--- config.mk ---
export PLATFORM = sky130hd
export DESIGN_NAME = mdu_top
export DESIGN_NICKNAME = d
export VERILOG_FILES = /design/src/hdl/mdu_pkg.sv /design/src/hdl/mdu_dispatch.sv /design/src/hdl/mdu_mul.sv /design/src/hdl/mdu_div.sv /design/src/hdl/mdu_wb_arbiter.sv /design/src/hdl/mdu_top.sv
export VERILOG_INCLUDE_DIRS = /design/src /design/src/hdl
export SDC_FILE = /design/constraint.sdc
export NUM_CORES = 2
export LEC_CHECK = 0
export ABC_AREA = 0
export BUFFER_PORTS_ARGS = -buffer_cell sky130_fd_sc_hd__buf_4
export CAP_MARGIN = 10
export CORE_MARGIN = 3
export CORE_UTILIZATION = 59
export CTS_BUF_LIST = sky130_fd_sc_hd__clkbuf_8
export DETAILED_ROUTE_END_ITERATION = 10
export PLACE_DENSITY = 0.92
export SLEW_MARGIN = 25
export SYNTH_ARGS = -nofsm -noshare
export SYNTH_HDL_FRONTEND = slang
export SYNTH_SLANG_ARGS = --single-unit
--- constraint.sdc ---
create_clock -name clk -period 6.76 [get_ports clk]
set_input_delay 0.338 -clock clk [delete_from_list [all_inputs] [get_ports clk]]
set_output_delay 0.338 -clock clk [all_outputs]
set_load 0.02 [all_outputs]
--- src/hdl/mdu_cfg.svh ---
`ifndef MDU_CFG_SVH
`define MDU_CFG_SVH

// Operand and result width
`define MDU_XLEN 64

`define MDU_TAG_W 5

// One engine iteration per operand bit
`define MDU_STEPS `MDU_XLEN

`endif

--- src/hdl/mdu_pkg.sv ---
`include "mdu_cfg.svh"

package mdu_pkg;

    typedef enum logic [2:0] {
        op_mul,
        op_mulh,
        op_mulhsu,
        op_mulhu,
        op_div,
        op_divu,
        op_rem,
        op_remu
    } mdu_op_e;

    typedef struct packed {
        mdu_op_e                op;
        logic [`MDU_TAG_W-1:0]  tag;
        logic [`MDU_XLEN-1:0]   src_a;
        logic [`MDU_XLEN-1:0]   src_b;
    } mdu_req_t;

    typedef struct packed {
        logic [`MDU_TAG_W-1:0]  tag;
        logic                   a_signed;
        logic                   b_signed;
        logic                   take_high;  // Upper half of the product
        logic [`MDU_XLEN-1:0]   a;
        logic [`MDU_XLEN-1:0]   b;
    } mul_cmd_t;

    typedef struct packed {
        logic [`MDU_TAG_W-1:0]  tag;
        logic                   is_signed;
        logic                   take_rem;   // Remainder instead of quotient
        logic [`MDU_XLEN-1:0]   dividend;
        logic [`MDU_XLEN-1:0]   divisor;
    } div_cmd_t;

    typedef struct packed {
        logic [`MDU_TAG_W-1:0]  tag;
        logic [`MDU_XLEN-1:0]   data;
    } mdu_wb_t;

    typedef enum logic [1:0] {mul_idle, mul_run, mul_fix, mul_hold} mul_state_e;

    typedef enum logic [1:0] {div_idle, div_run, div_fix, div_hold} div_state_e;

endpackage

--- src/hdl/mdu_dispatch.sv ---
`timescale 1ns/1ns

module mdu_dispatch (
    input  logic              clk,
    input  logic              rst,
    input  logic              flush,
    input  logic              req_valid,
    input  mdu_pkg::mdu_req_t req,
    input  logic              mul_idle,
    input  logic              div_idle,
    output logic              req_ready,
    output logic              mul_start,
    output logic              div_start,
    output mdu_pkg::mul_cmd_t mul_cmd,
    output mdu_pkg::div_cmd_t div_cmd
);
    import mdu_pkg::*;

    logic is_div;
    logic accept;

    always_comb begin
        is_div             = 1'b0;
        mul_cmd.tag        = req.tag;
        mul_cmd.a          = req.src_a;
        mul_cmd.b          = req.src_b;
        mul_cmd.a_signed   = 1'b0;
        mul_cmd.b_signed   = 1'b0;
        mul_cmd.take_high  = 1'b1;
        div_cmd.tag        = req.tag;
        div_cmd.dividend   = req.src_a;
        div_cmd.divisor    = req.src_b;
        div_cmd.is_signed  = 1'b0;
        div_cmd.take_rem   = 1'b0;
        case (req.op)
            op_mul:    mul_cmd.take_high = 1'b0;  // Low half is sign independent
            op_mulh: begin
                mul_cmd.a_signed = 1'b1;
                mul_cmd.b_signed = 1'b1;
            end
            op_mulhsu: mul_cmd.a_signed = 1'b1;
            op_mulhu:  mul_cmd.take_high = 1'b1;
            op_div: begin
                is_div            = 1'b1;
                div_cmd.is_signed = 1'b1;
            end
            op_divu:   is_div = 1'b1;
            op_rem: begin
                is_div            = 1'b1;
                div_cmd.is_signed = 1'b1;
                div_cmd.take_rem  = 1'b1;
            end
            default: begin
                is_div           = 1'b1;
                div_cmd.take_rem = 1'b1;
            end
        endcase
    end

    assign req_ready = !flush && (is_div ? div_idle : mul_idle);
    assign accept    = req_valid && req_ready;
    assign mul_start = accept && !is_div;
    assign div_start = accept && is_div;

endmodule

--- src/hdl/mdu_mul.sv ---
`timescale 1ns/1ns
`include "mdu_cfg.svh"

module mdu_mul (
    input  logic              clk,
    input  logic              rst,
    input  logic              flush,
    input  logic              start,
    input  mdu_pkg::mul_cmd_t cmd,
    input  logic              grant,
    output logic              idle,
    output logic              done,
    output mdu_pkg::mdu_wb_t  result
);
    import mdu_pkg::*;

    localparam int XLEN  = `MDU_XLEN;
    localparam int CNT_W = $clog2(`MDU_STEPS);

    mul_state_e        state_q;
    logic [CNT_W-1:0]  cnt_q;
    logic [2*XLEN-1:0] mcand_q;   // Multiplicand, shifted left every step
    logic [XLEN-1:0]   mplier_q;  // Multiplier, shifted right every step
    logic [2*XLEN-1:0] prod_q;
    logic [2*XLEN-1:0] addend;
    logic              b_neg_q;
    logic              high_q;
    logic              last_step;
    mdu_wb_t           res_q;

    assign addend    = mplier_q[0] ? mcand_q : '0;
    assign last_step = (cnt_q == CNT_W'(`MDU_STEPS - 1));

    always_ff @(posedge clk) begin
        if (rst || flush) begin
            state_q <= mul_idle;
            cnt_q   <= '0;
        end else begin
            case (state_q)
                mul_idle: begin
                    if (start) begin
                        state_q <= mul_run;
                        cnt_q   <= '0;
                    end
                end
                mul_run: begin
                    cnt_q <= cnt_q + 1'b1;
                    if (last_step) begin
                        state_q <= mul_fix;
                    end
                end
                mul_fix:  state_q <= mul_hold;
                default: begin
                    if (grant) begin
                        state_q <= mul_idle;
                    end
                end
            endcase
        end
    end

    always_ff @(posedge clk) begin
        if (state_q == mul_idle && start) begin
            mcand_q   <= {{XLEN{cmd.a_signed & cmd.a[XLEN-1]}}, cmd.a};
            mplier_q  <= cmd.b;
            prod_q    <= '0;
            b_neg_q   <= cmd.b_signed & cmd.b[XLEN-1];
            high_q    <= cmd.take_high;
            res_q.tag <= cmd.tag;
        end else if (state_q == mul_run) begin
            // The sign bit of a negative multiplier weighs -2^(XLEN-1)
            if (last_step && b_neg_q) begin
                prod_q <= prod_q - addend;
            end else begin
                prod_q <= prod_q + addend;
            end
            mcand_q  <= mcand_q << 1;
            mplier_q <= mplier_q >> 1;
        end else if (state_q == mul_fix) begin
            res_q.data <= high_q ? prod_q[2*XLEN-1:XLEN] : prod_q[XLEN-1:0];
        end
    end

    assign idle   = (state_q == mul_idle);
    assign done   = (state_q == mul_hold) && !flush;  // A flushed result is never offered
    assign result = res_q;

endmodule

--- src/hdl/mdu_div.sv ---
`timescale 1ns/1ns
`include "mdu_cfg.svh"

module mdu_div (
    input  logic              clk,
    input  logic              rst,
    input  logic              flush,
    input  logic              start,
    input  mdu_pkg::div_cmd_t cmd,
    input  logic              grant,
    output logic              idle,
    output logic              done,
    output mdu_pkg::mdu_wb_t  result
);
    import mdu_pkg::*;

    localparam int XLEN  = `MDU_XLEN;
    localparam int CNT_W = $clog2(`MDU_STEPS);

    div_state_e       state_q;
    logic [CNT_W-1:0] cnt_q;
    logic [XLEN-1:0]  quo_q;   // Holds the dividend magnitude, then the quotient
    logic [XLEN-1:0]  rem_q;
    logic [XLEN-1:0]  dvsr_q;
    logic [XLEN:0]    rem_shift;
    logic [XLEN:0]    diff;
    logic             q_neg_q;
    logic             r_neg_q;
    logic             take_rem_q;
    logic             last_step;
    logic             fix_first;
    mdu_wb_t          res_q;

    function automatic logic [XLEN-1:0] magnitude(input logic [XLEN-1:0] v, input logic sgn);
        return (sgn && v[XLEN-1]) ? -v : v;
    endfunction

    assign rem_shift = {rem_q, quo_q[XLEN-1]};
    assign diff      = rem_shift - {1'b0, dvsr_q};
    assign last_step = (cnt_q == CNT_W'(`MDU_STEPS - 1));
    assign fix_first = (cnt_q == '0);

    always_ff @(posedge clk) begin
        if (rst || flush) begin
            state_q <= div_idle;
            cnt_q   <= '0;
        end else begin
            case (state_q)
                div_idle: begin
                    if (start) begin
                        state_q <= div_run;
                        cnt_q   <= '0;
                    end
                end
                div_run: begin
                    if (last_step) begin
                        state_q <= div_fix;
                        cnt_q   <= '0;
                    end else begin
                        cnt_q <= cnt_q + 1'b1;
                    end
                end
                div_fix: begin  // Two cycles, sign fix-up then selection
                    cnt_q <= cnt_q + 1'b1;
                    if (!fix_first) begin
                        state_q <= div_hold;
                    end
                end
                default: begin
                    if (grant) begin
                        state_q <= div_idle;
                    end
                end
            endcase
        end
    end

    always_ff @(posedge clk) begin
        if (state_q == div_idle && start) begin
            quo_q      <= magnitude(cmd.dividend, cmd.is_signed);
            dvsr_q     <= magnitude(cmd.divisor, cmd.is_signed);
            rem_q      <= '0;
            // A zero divisor leaves an all-ones quotient and the dividend as remainder
            q_neg_q    <= cmd.is_signed && (cmd.dividend[XLEN-1] ^ cmd.divisor[XLEN-1])
                          && (cmd.divisor != '0);
            r_neg_q    <= cmd.is_signed && cmd.dividend[XLEN-1];
            take_rem_q <= cmd.take_rem;
            res_q.tag  <= cmd.tag;
        end else if (state_q == div_run) begin
            if (diff[XLEN]) begin
                rem_q <= rem_shift[XLEN-1:0];  // Trial subtract failed, restore
                quo_q <= {quo_q[XLEN-2:0], 1'b0};
            end else begin
                rem_q <= diff[XLEN-1:0];
                quo_q <= {quo_q[XLEN-2:0], 1'b1};
            end
        end else if (state_q == div_fix) begin
            if (fix_first) begin
                // The most negative dividend over -1 wraps back to itself
                quo_q <= q_neg_q ? -quo_q : quo_q;
                rem_q <= r_neg_q ? -rem_q : rem_q;
            end else begin
                res_q.data <= take_rem_q ? rem_q : quo_q;
            end
        end
    end

    assign idle   = (state_q == div_idle);
    assign done   = (state_q == div_hold) && !flush;
    assign result = res_q;

endmodule

--- src/hdl/mdu_wb_arbiter.sv ---
`timescale 1ns/1ns

module mdu_wb_arbiter (
    input  logic             clk,
    input  logic             rst,
    input  logic             mul_done,
    input  logic             div_done,
    input  mdu_pkg::mdu_wb_t mul_res,
    input  mdu_pkg::mdu_wb_t div_res,
    output logic             mul_grant,
    output logic             div_grant,
    output logic             wb_valid,
    output mdu_pkg::mdu_wb_t wb
);
    import mdu_pkg::*;

    logic last_mul_q;  // Multiplier won the most recent grant

    // On a tie the engine that did not win last time goes first
    assign mul_grant = mul_done && (!div_done || !last_mul_q);
    assign div_grant = div_done && (!mul_done || last_mul_q);

    assign wb_valid = mul_grant || div_grant;

    always_comb begin
        if (mul_grant) begin
            wb = mul_res;
        end else begin
            wb = div_res;
        end
    end

    always_ff @(posedge clk) begin
        if (rst) begin
            last_mul_q <= 1'b0;
        end else if (mul_grant) begin
            last_mul_q <= 1'b1;
        end else if (div_grant) begin
            last_mul_q <= 1'b0;
        end
    end

endmodule

--- src/hdl/mdu_top.sv ---
`timescale 1ns/1ns

module mdu_top (
    input  logic              clk,
    input  logic              rst,
    input  logic              flush,
    input  logic              req_valid,
    input  mdu_pkg::mdu_req_t req,
    output logic              req_ready,
    output logic              wb_valid,
    output mdu_pkg::mdu_wb_t  wb
);
    import mdu_pkg::*;

    logic     mul_free;
    logic     div_free;
    logic     mul_start;
    logic     div_start;
    mul_cmd_t mul_cmd;
    div_cmd_t div_cmd;
    logic     mul_done;
    logic     div_done;
    logic     mul_grant;
    logic     div_grant;
    mdu_wb_t  mul_res;
    mdu_wb_t  div_res;

    mdu_dispatch u_dispatch (
        .clk       (clk),
        .rst       (rst),
        .flush     (flush),
        .req_valid (req_valid),
        .req       (req),
        .mul_idle  (mul_free),
        .div_idle  (div_free),
        .req_ready (req_ready),
        .mul_start (mul_start),
        .div_start (div_start),
        .mul_cmd   (mul_cmd),
        .div_cmd   (div_cmd)
    );

    mdu_mul u_mul (
        .clk    (clk),
        .rst    (rst),
        .flush  (flush),
        .start  (mul_start),
        .cmd    (mul_cmd),
        .grant  (mul_grant),
        .idle   (mul_free),
        .done   (mul_done),
        .result (mul_res)
    );

    mdu_div u_div (
        .clk    (clk),
        .rst    (rst),
        .flush  (flush),
        .start  (div_start),
        .cmd    (div_cmd),
        .grant  (div_grant),
        .idle   (div_free),
        .done   (div_done),
        .result (div_res)
    );

    mdu_wb_arbiter u_wb_arbiter (
        .clk       (clk),
        .rst       (rst),
        .mul_done  (mul_done),
        .div_done  (div_done),
        .mul_res   (mul_res),
        .div_res   (div_res),
        .mul_grant (mul_grant),
        .div_grant (div_grant),
        .wb_valid  (wb_valid),
        .wb        (wb)
    );

endmodule

==> impl_metrics.env <==
export IMPL_dr_total_vias=50400
export IMPL_dp_cells=7176
export IMPL_htreeDepth=3
export IMPL_dr_pass1_iters=8
export IMPL_drive_above_1_share_pct=12.7
export IMPL_worst_setup_path_end_kind="flop"
export IMPL_synthCells=6036
export IMPL_cpPeakStageDelay_ns=0.54
export IMPL_io_pins=211
export IMPL_switchingPower_uw=5630
export IMPL_ff2ff_path_depth=24
export IMPL_synthSimpleGateAreaFrac_pct=21.2
export IMPL_grt_pass1_wl_um=265000
export IMPL_gr_usage_met1_pct=54.8
export IMPL_cts_tree="yes"
export IMPL_period_needed_ns=6.55
export IMPL_insertion_delay_ns=0.78
export IMPL_vdd_drop_max_v=0.000198
export IMPL_synth_top_cell_area_share_pct=27.9
export IMPL_areaGrowthSynthToFinish_pct=13.8
export IMPL_cts_sinks=672
export IMPL_drt_iter0_drc=7505
export IMPL_die_y_um=296
export IMPL_yosys_mux_area_fraction_pct=6.65
export IMPL_use_met3_pct=9.35
export IMPL_cp_top_family="simple AND/OR/NAND/NOR gates"
export IMPL_required_ns=7.47
export IMPL_grt_overflow=0
export IMPL_layout_worst_path_cycle_share_pct=96.9
export IMPL_nNetsFinal=6661
export IMPL_p_comb_share_pct=35.6
export IMPL_die_w_um=296
export IMPL_slew_violations=0
export IMPL_synth_xor_area_share_pct=7.12
export IMPL_synth_avg_cell_area_sq_um=8.25
export IMPL_postRouteAntennaNets=0
export IMPL_start_util_pct=60.1
export IMPL_power_uw=14700
export IMPL_min_delay_path_depth=3
export IMPL_leakage_uw=0.0226
export IMPL_switching_share_pct=38.4
export IMPL_synth_top_family_by_area="simple AND/OR/NAND/NOR gates"
export IMPL_worstMarginPinSlew_ns=1.08
export IMPL_path_cells="or3_1, or4_1, o31ai_2, buf_4, nand3_1, nor2b_1, nand2_1, o21ai_0, mux2_2, nand2_1, ha_1, nand2_1, o21ai_0, a21oi_1, o21a_1, o21ai_0, a211oi_1, nor3_1, buf_4, nor3_2, o31a_1, buf_4, or4_1, nand3_1"
export IMPL_synth_distinct_cells=96
export IMPL_portBuffers=210
export IMPL_first_global_vias=45500
export IMPL_fillers=6447
export IMPL_yosysTopAreaCell="edfxtp_1"
export IMPL_power_density_mw_per_mm2=259
export IMPL_synth_fp_nets=6386
export IMPL_path_clk_slew_ns=0.06
export IMPL_layout_cells_non_filler=7542
export IMPL_crit_slowest_cell="or4_1"
export IMPL_met2_usage_pct=56.6
export IMPL_status="finished, final reports clean"
export IMPL_dp_hpwl_um=128000
export IMPL_synthArstFlopShare_pct=0
export IMPL_clock_fmax_ghz=0.153
export IMPL_arrival_ns=7.27
export IMPL_hold_path_class="input port to flop"
export IMPL_seq_power_share_pct=37.4
export IMPL_root_buffer="clkbuf_8"
export IMPL_syn_area_sq_mm=0.0498
export IMPL_grt_total_usage_pct=38.7
export IMPL_multi_input_area_sq_mm=0.0298
export IMPL_synth_main_ff_cell="edfxtp_1"
export IMPL_hold_path_end="u_mul.mcand_q[27]$_DFFE_PP_"
export IMPL_post_drt_wl_per_cell_um=23.4
export IMPL_ys_top_cells_by_area="edfxtp_1 28%, dfxtp_1 8.4%, nand2_1 8.0%"
export IMPL_final_setup_viol_count=0
export IMPL_finClkSkew_ns=0.0523
export IMPL_synthAdderAreaFrac_pct=5.31
export IMPL_route_detailed_drc=0
export IMPL_relSlewSlack_pct=27.3
export IMPL_synth_compound_area_share_pct=19.2
export IMPL_yosysSeqAreaShare_pct=36.3
export IMPL_synth_edf_count=463
export IMPL_rows=105
export IMPL_worstSetupPathType="flop to flop"
export IMPL_wirelength_um=177000
export IMPL_top_usage_layer="met2"
export IMPL_die_area_sq_mm=0.0879
export IMPL_ys_warn_count=0
export IMPL_synth_ff_latch_count=672
export IMPL_crit_buf_inv=3
export IMPL_gp_congestion=1.06
export IMPL_min_from="req[91]"
export IMPL_startpoint_type="flop"
export IMPL_drt_vias_per_instance=6.68
export IMPL_antenna_found_initial=8
export IMPL_rr_startpoint="u_mul.mcand_q[22]$_DFFE_PP_"
export IMPL_max_cap_viol_count=0
export IMPL_path_max_fanout=7
export IMPL_intPower_uw=9020
export IMPL_pwr_share_clk_pct=27.0
export IMPL_grt_max_degree=97
export IMPL_cts_buffers_inserted=116
export IMPL_rr_endpoint="u_mul.prod_q[120]$_SDFFE_PP0P_"
export IMPL_clk_path_buf_depth=3
export IMPL_utilization_pct=68.3
export IMPL_coreArea_sq_mm=0.0829
export IMPL_regArea_sq_mm=0.0181
export IMPL_hold_viol=0
export IMPL_r2r_slack_ns=0.21
export IMPL_whs_ns=0.0384
==> kinds of logic after synthesis <==
group | after synthesis
AO/OA/AOI/OAI | 1547
XOR/XNOR | 405
adder cells (fa/ha/maj) | 210
buffers and inverters | 550
flip-flops | 672
multiplexers | 305
AND/OR/NAND/NOR | 2347
==> what timing repair did <==
| item | in CTS | in global routing |
|---|---|---|
| setup buffers | 0 | 0 |
| hold buffers | 140 | 0 |
| endpoints found under the setup margin | 0 | 30 |
| gates resized for setup | 0 | 8 |
| endpoints found under the hold margin | 257 | 0 |
==> sequential cells by signal, summed over array words and instances (netlist names) <==
| register | count |
|---|---|
| u_mul.mcand_q | 128 |
| u_mul.prod_q | 128 |
| u_div.result | 69 |
| u_mul.result | 69 |
| u_div.dvsr_q | 64 |
| u_div.quo_q | 64 |
| u_div.rem_q | 64 |
| u_mul.mplier_q | 64 |
| u_div.cnt_q | 6 |
| u_mul.cnt_q | 6 |
| u_div.state_q | 2 |
| u_mul.state_q | 2 |
| u_div.q_neg_q | 1 |
| u_div.r_neg_q | 1 |
| u_div.take_rem_q | 1 |
| u_mul.b_neg_q | 1 |
| u_mul.high_q | 1 |
| u_wb_arbiter.last_mul_q | 1 |
==> power groups by stage <==
stage / clock network [uW] / logic (uW) / registers (uW)
floorplan: 0 / 3640 / 5240
global placement: 0 / 4820 / 5520
detailed placement: 0 / 4910 / 5530
CTS: 3960 / 5020 / 5450
global route: 4130 / 5640 / 5510
finish: 3960 / 5210 / 5480
==> cells in the mapped netlist (29+ instances only) <==
cell      instances
nand2_1        1065
nor2_1          571
a21oi_1         512
edfxtp_1        463
o21ai_0         380
clkbuf_1        309
xnor2_1         231
dfxtp_1         209
ha_1            208
mux2_2          207
inv_1           194
xor2_1          174
nor3_1          146
nand4_1         112
a21o_1          100
mux2i_1          97
nand3_1          92
or3_1            70
nor4_1           62
o21bai_1         58
a31oi_1          55
o31ai_1          53
a211oi_1         48
o22ai_1          44
o211ai_1         37
buf_1            35
or4_1            34
o21a_1           33
and2_1           29
nand2b_1         29
o221ai_1         29
==> cell type report <==
cell class | instances | share of cell area [%]
multi-input cells | 4814 | 52.5
flip-flops and latches | 672 | 31.9
repair buffers | 513 | 7.48
clock buffers | 128 | 3.11
well taps | 1123 | 2.48
inverters | 194 | 1.32
clock inverters | 90 | 1.10
diodes | 8 | 0.0353
==> cell usage in the layout (no fill, tap or decap), drive strengths merged, types with 38 or more instances in the layout <==
| cell type | n |
|---|---|
| dlygate4sd3 | 140 |
| edfxtp | 463 |
| nand3 | 94 |
| mux2 | 208 |
| clkbuf | 128 |
| o31ai | 55 |
| inv | 234 |
| nor4 | 66 |
| dfxtp | 209 |
| o21bai | 58 |
| o211ai | 38 |
| nor3 | 152 |
| a211oi | 48 |
| or3 | 70 |
| o21ai | 385 |
| clkinv | 39 |
| xnor2 | 231 |
| mux2i | 97 |
| nand2 | 1065 |
| a31oi | 55 |
| a21oi | 512 |
| ha | 208 |
| xor2 | 174 |
| nor2 | 573 |
| a21o | 100 |
| buf | 373 |
| nand4 | 113 |
| o22ai | 44 |
==> worst max path at each step <==
stage | from | to | slack [ns] | cells after the start
after floorplan | u_mul.mplier_q[0]$_DFFE_PP_ | u_mul.prod_q[112]$_SDFFE_PP0P_ | 0.36 | 29
final | u_mul.mcand_q[22]$_DFFE_PP_ | u_mul.prod_q[120]$_SDFFE_PP0P_ | 0.21 | 24
after detailed placement | u_mul.mcand_q[22]$_DFFE_PP_ | u_mul.prod_q[126]$_SDFFE_PP0P_ | 0.05 | 23
after global placement | u_mul.mcand_q[38]$_DFFE_PP_ | u_mul.prod_q[126]$_SDFFE_PP0P_ | 0.21 | 23
after CTS | u_mul.mcand_q[22]$_DFFE_PP_ | u_mul.prod_q[102]$_SDFFE_PP0P_ | 0.01 | 24
after global routing | u_mul.mcand_q[22]$_DFFE_PP_ | u_mul.prod_q[109]$_SDFFE_PP0P_ | -0.0003 | 22
==> routing by layer <==
metal  part of all wire (%)  wire [um]  up-vias
li1                       -          -    22400
met1                     39      69200    23500
met2                     42      73500     3849
met3                     14      25100      603
met4                    5.0       8790        6
met5                  0.019         34        -
==> worst reg2reg max path: stages, from the launching register on <==
cell	delay, ns
edfxtp_1	0.41
or3_1	0.47
or4_1	0.54
o31ai_2	0.32
buf_4	0.17
nand3_1	0.18
nor2b_1	0.27
nand2_1	0.12
o21ai_0	0.22
mux2_2	0.39
nand2_1	0.08
ha_1	0.29
nand2_1	0.10
o21ai_0	0.45
a21oi_1	0.21
o21a_1	0.22
o21ai_0	0.44
a211oi_1	0.17
nor3_1	0.16
buf_4	0.15
nor3_2	0.07
o31a_1	0.36
buf_4	0.16
or4_1	0.46
nand3_1	0.09
==> per-stage QoR <==
stage | setup TNS (ns) | setup WS (ns) | area [sq um]
2_1_floorplan | 0 | 0.356 | 49800
3_3_place_gp | 0 | 0.215 | 52800
3_5_place_dp | 0 | 0.0542 | 52800
4_1_cts | 0 | 0.0106 | 56600
5_1_grt | -0.000349 | -0.000349 | 56600
6_report | 0 | 0.207 | 56600
(Power assumes the default switching activity.)
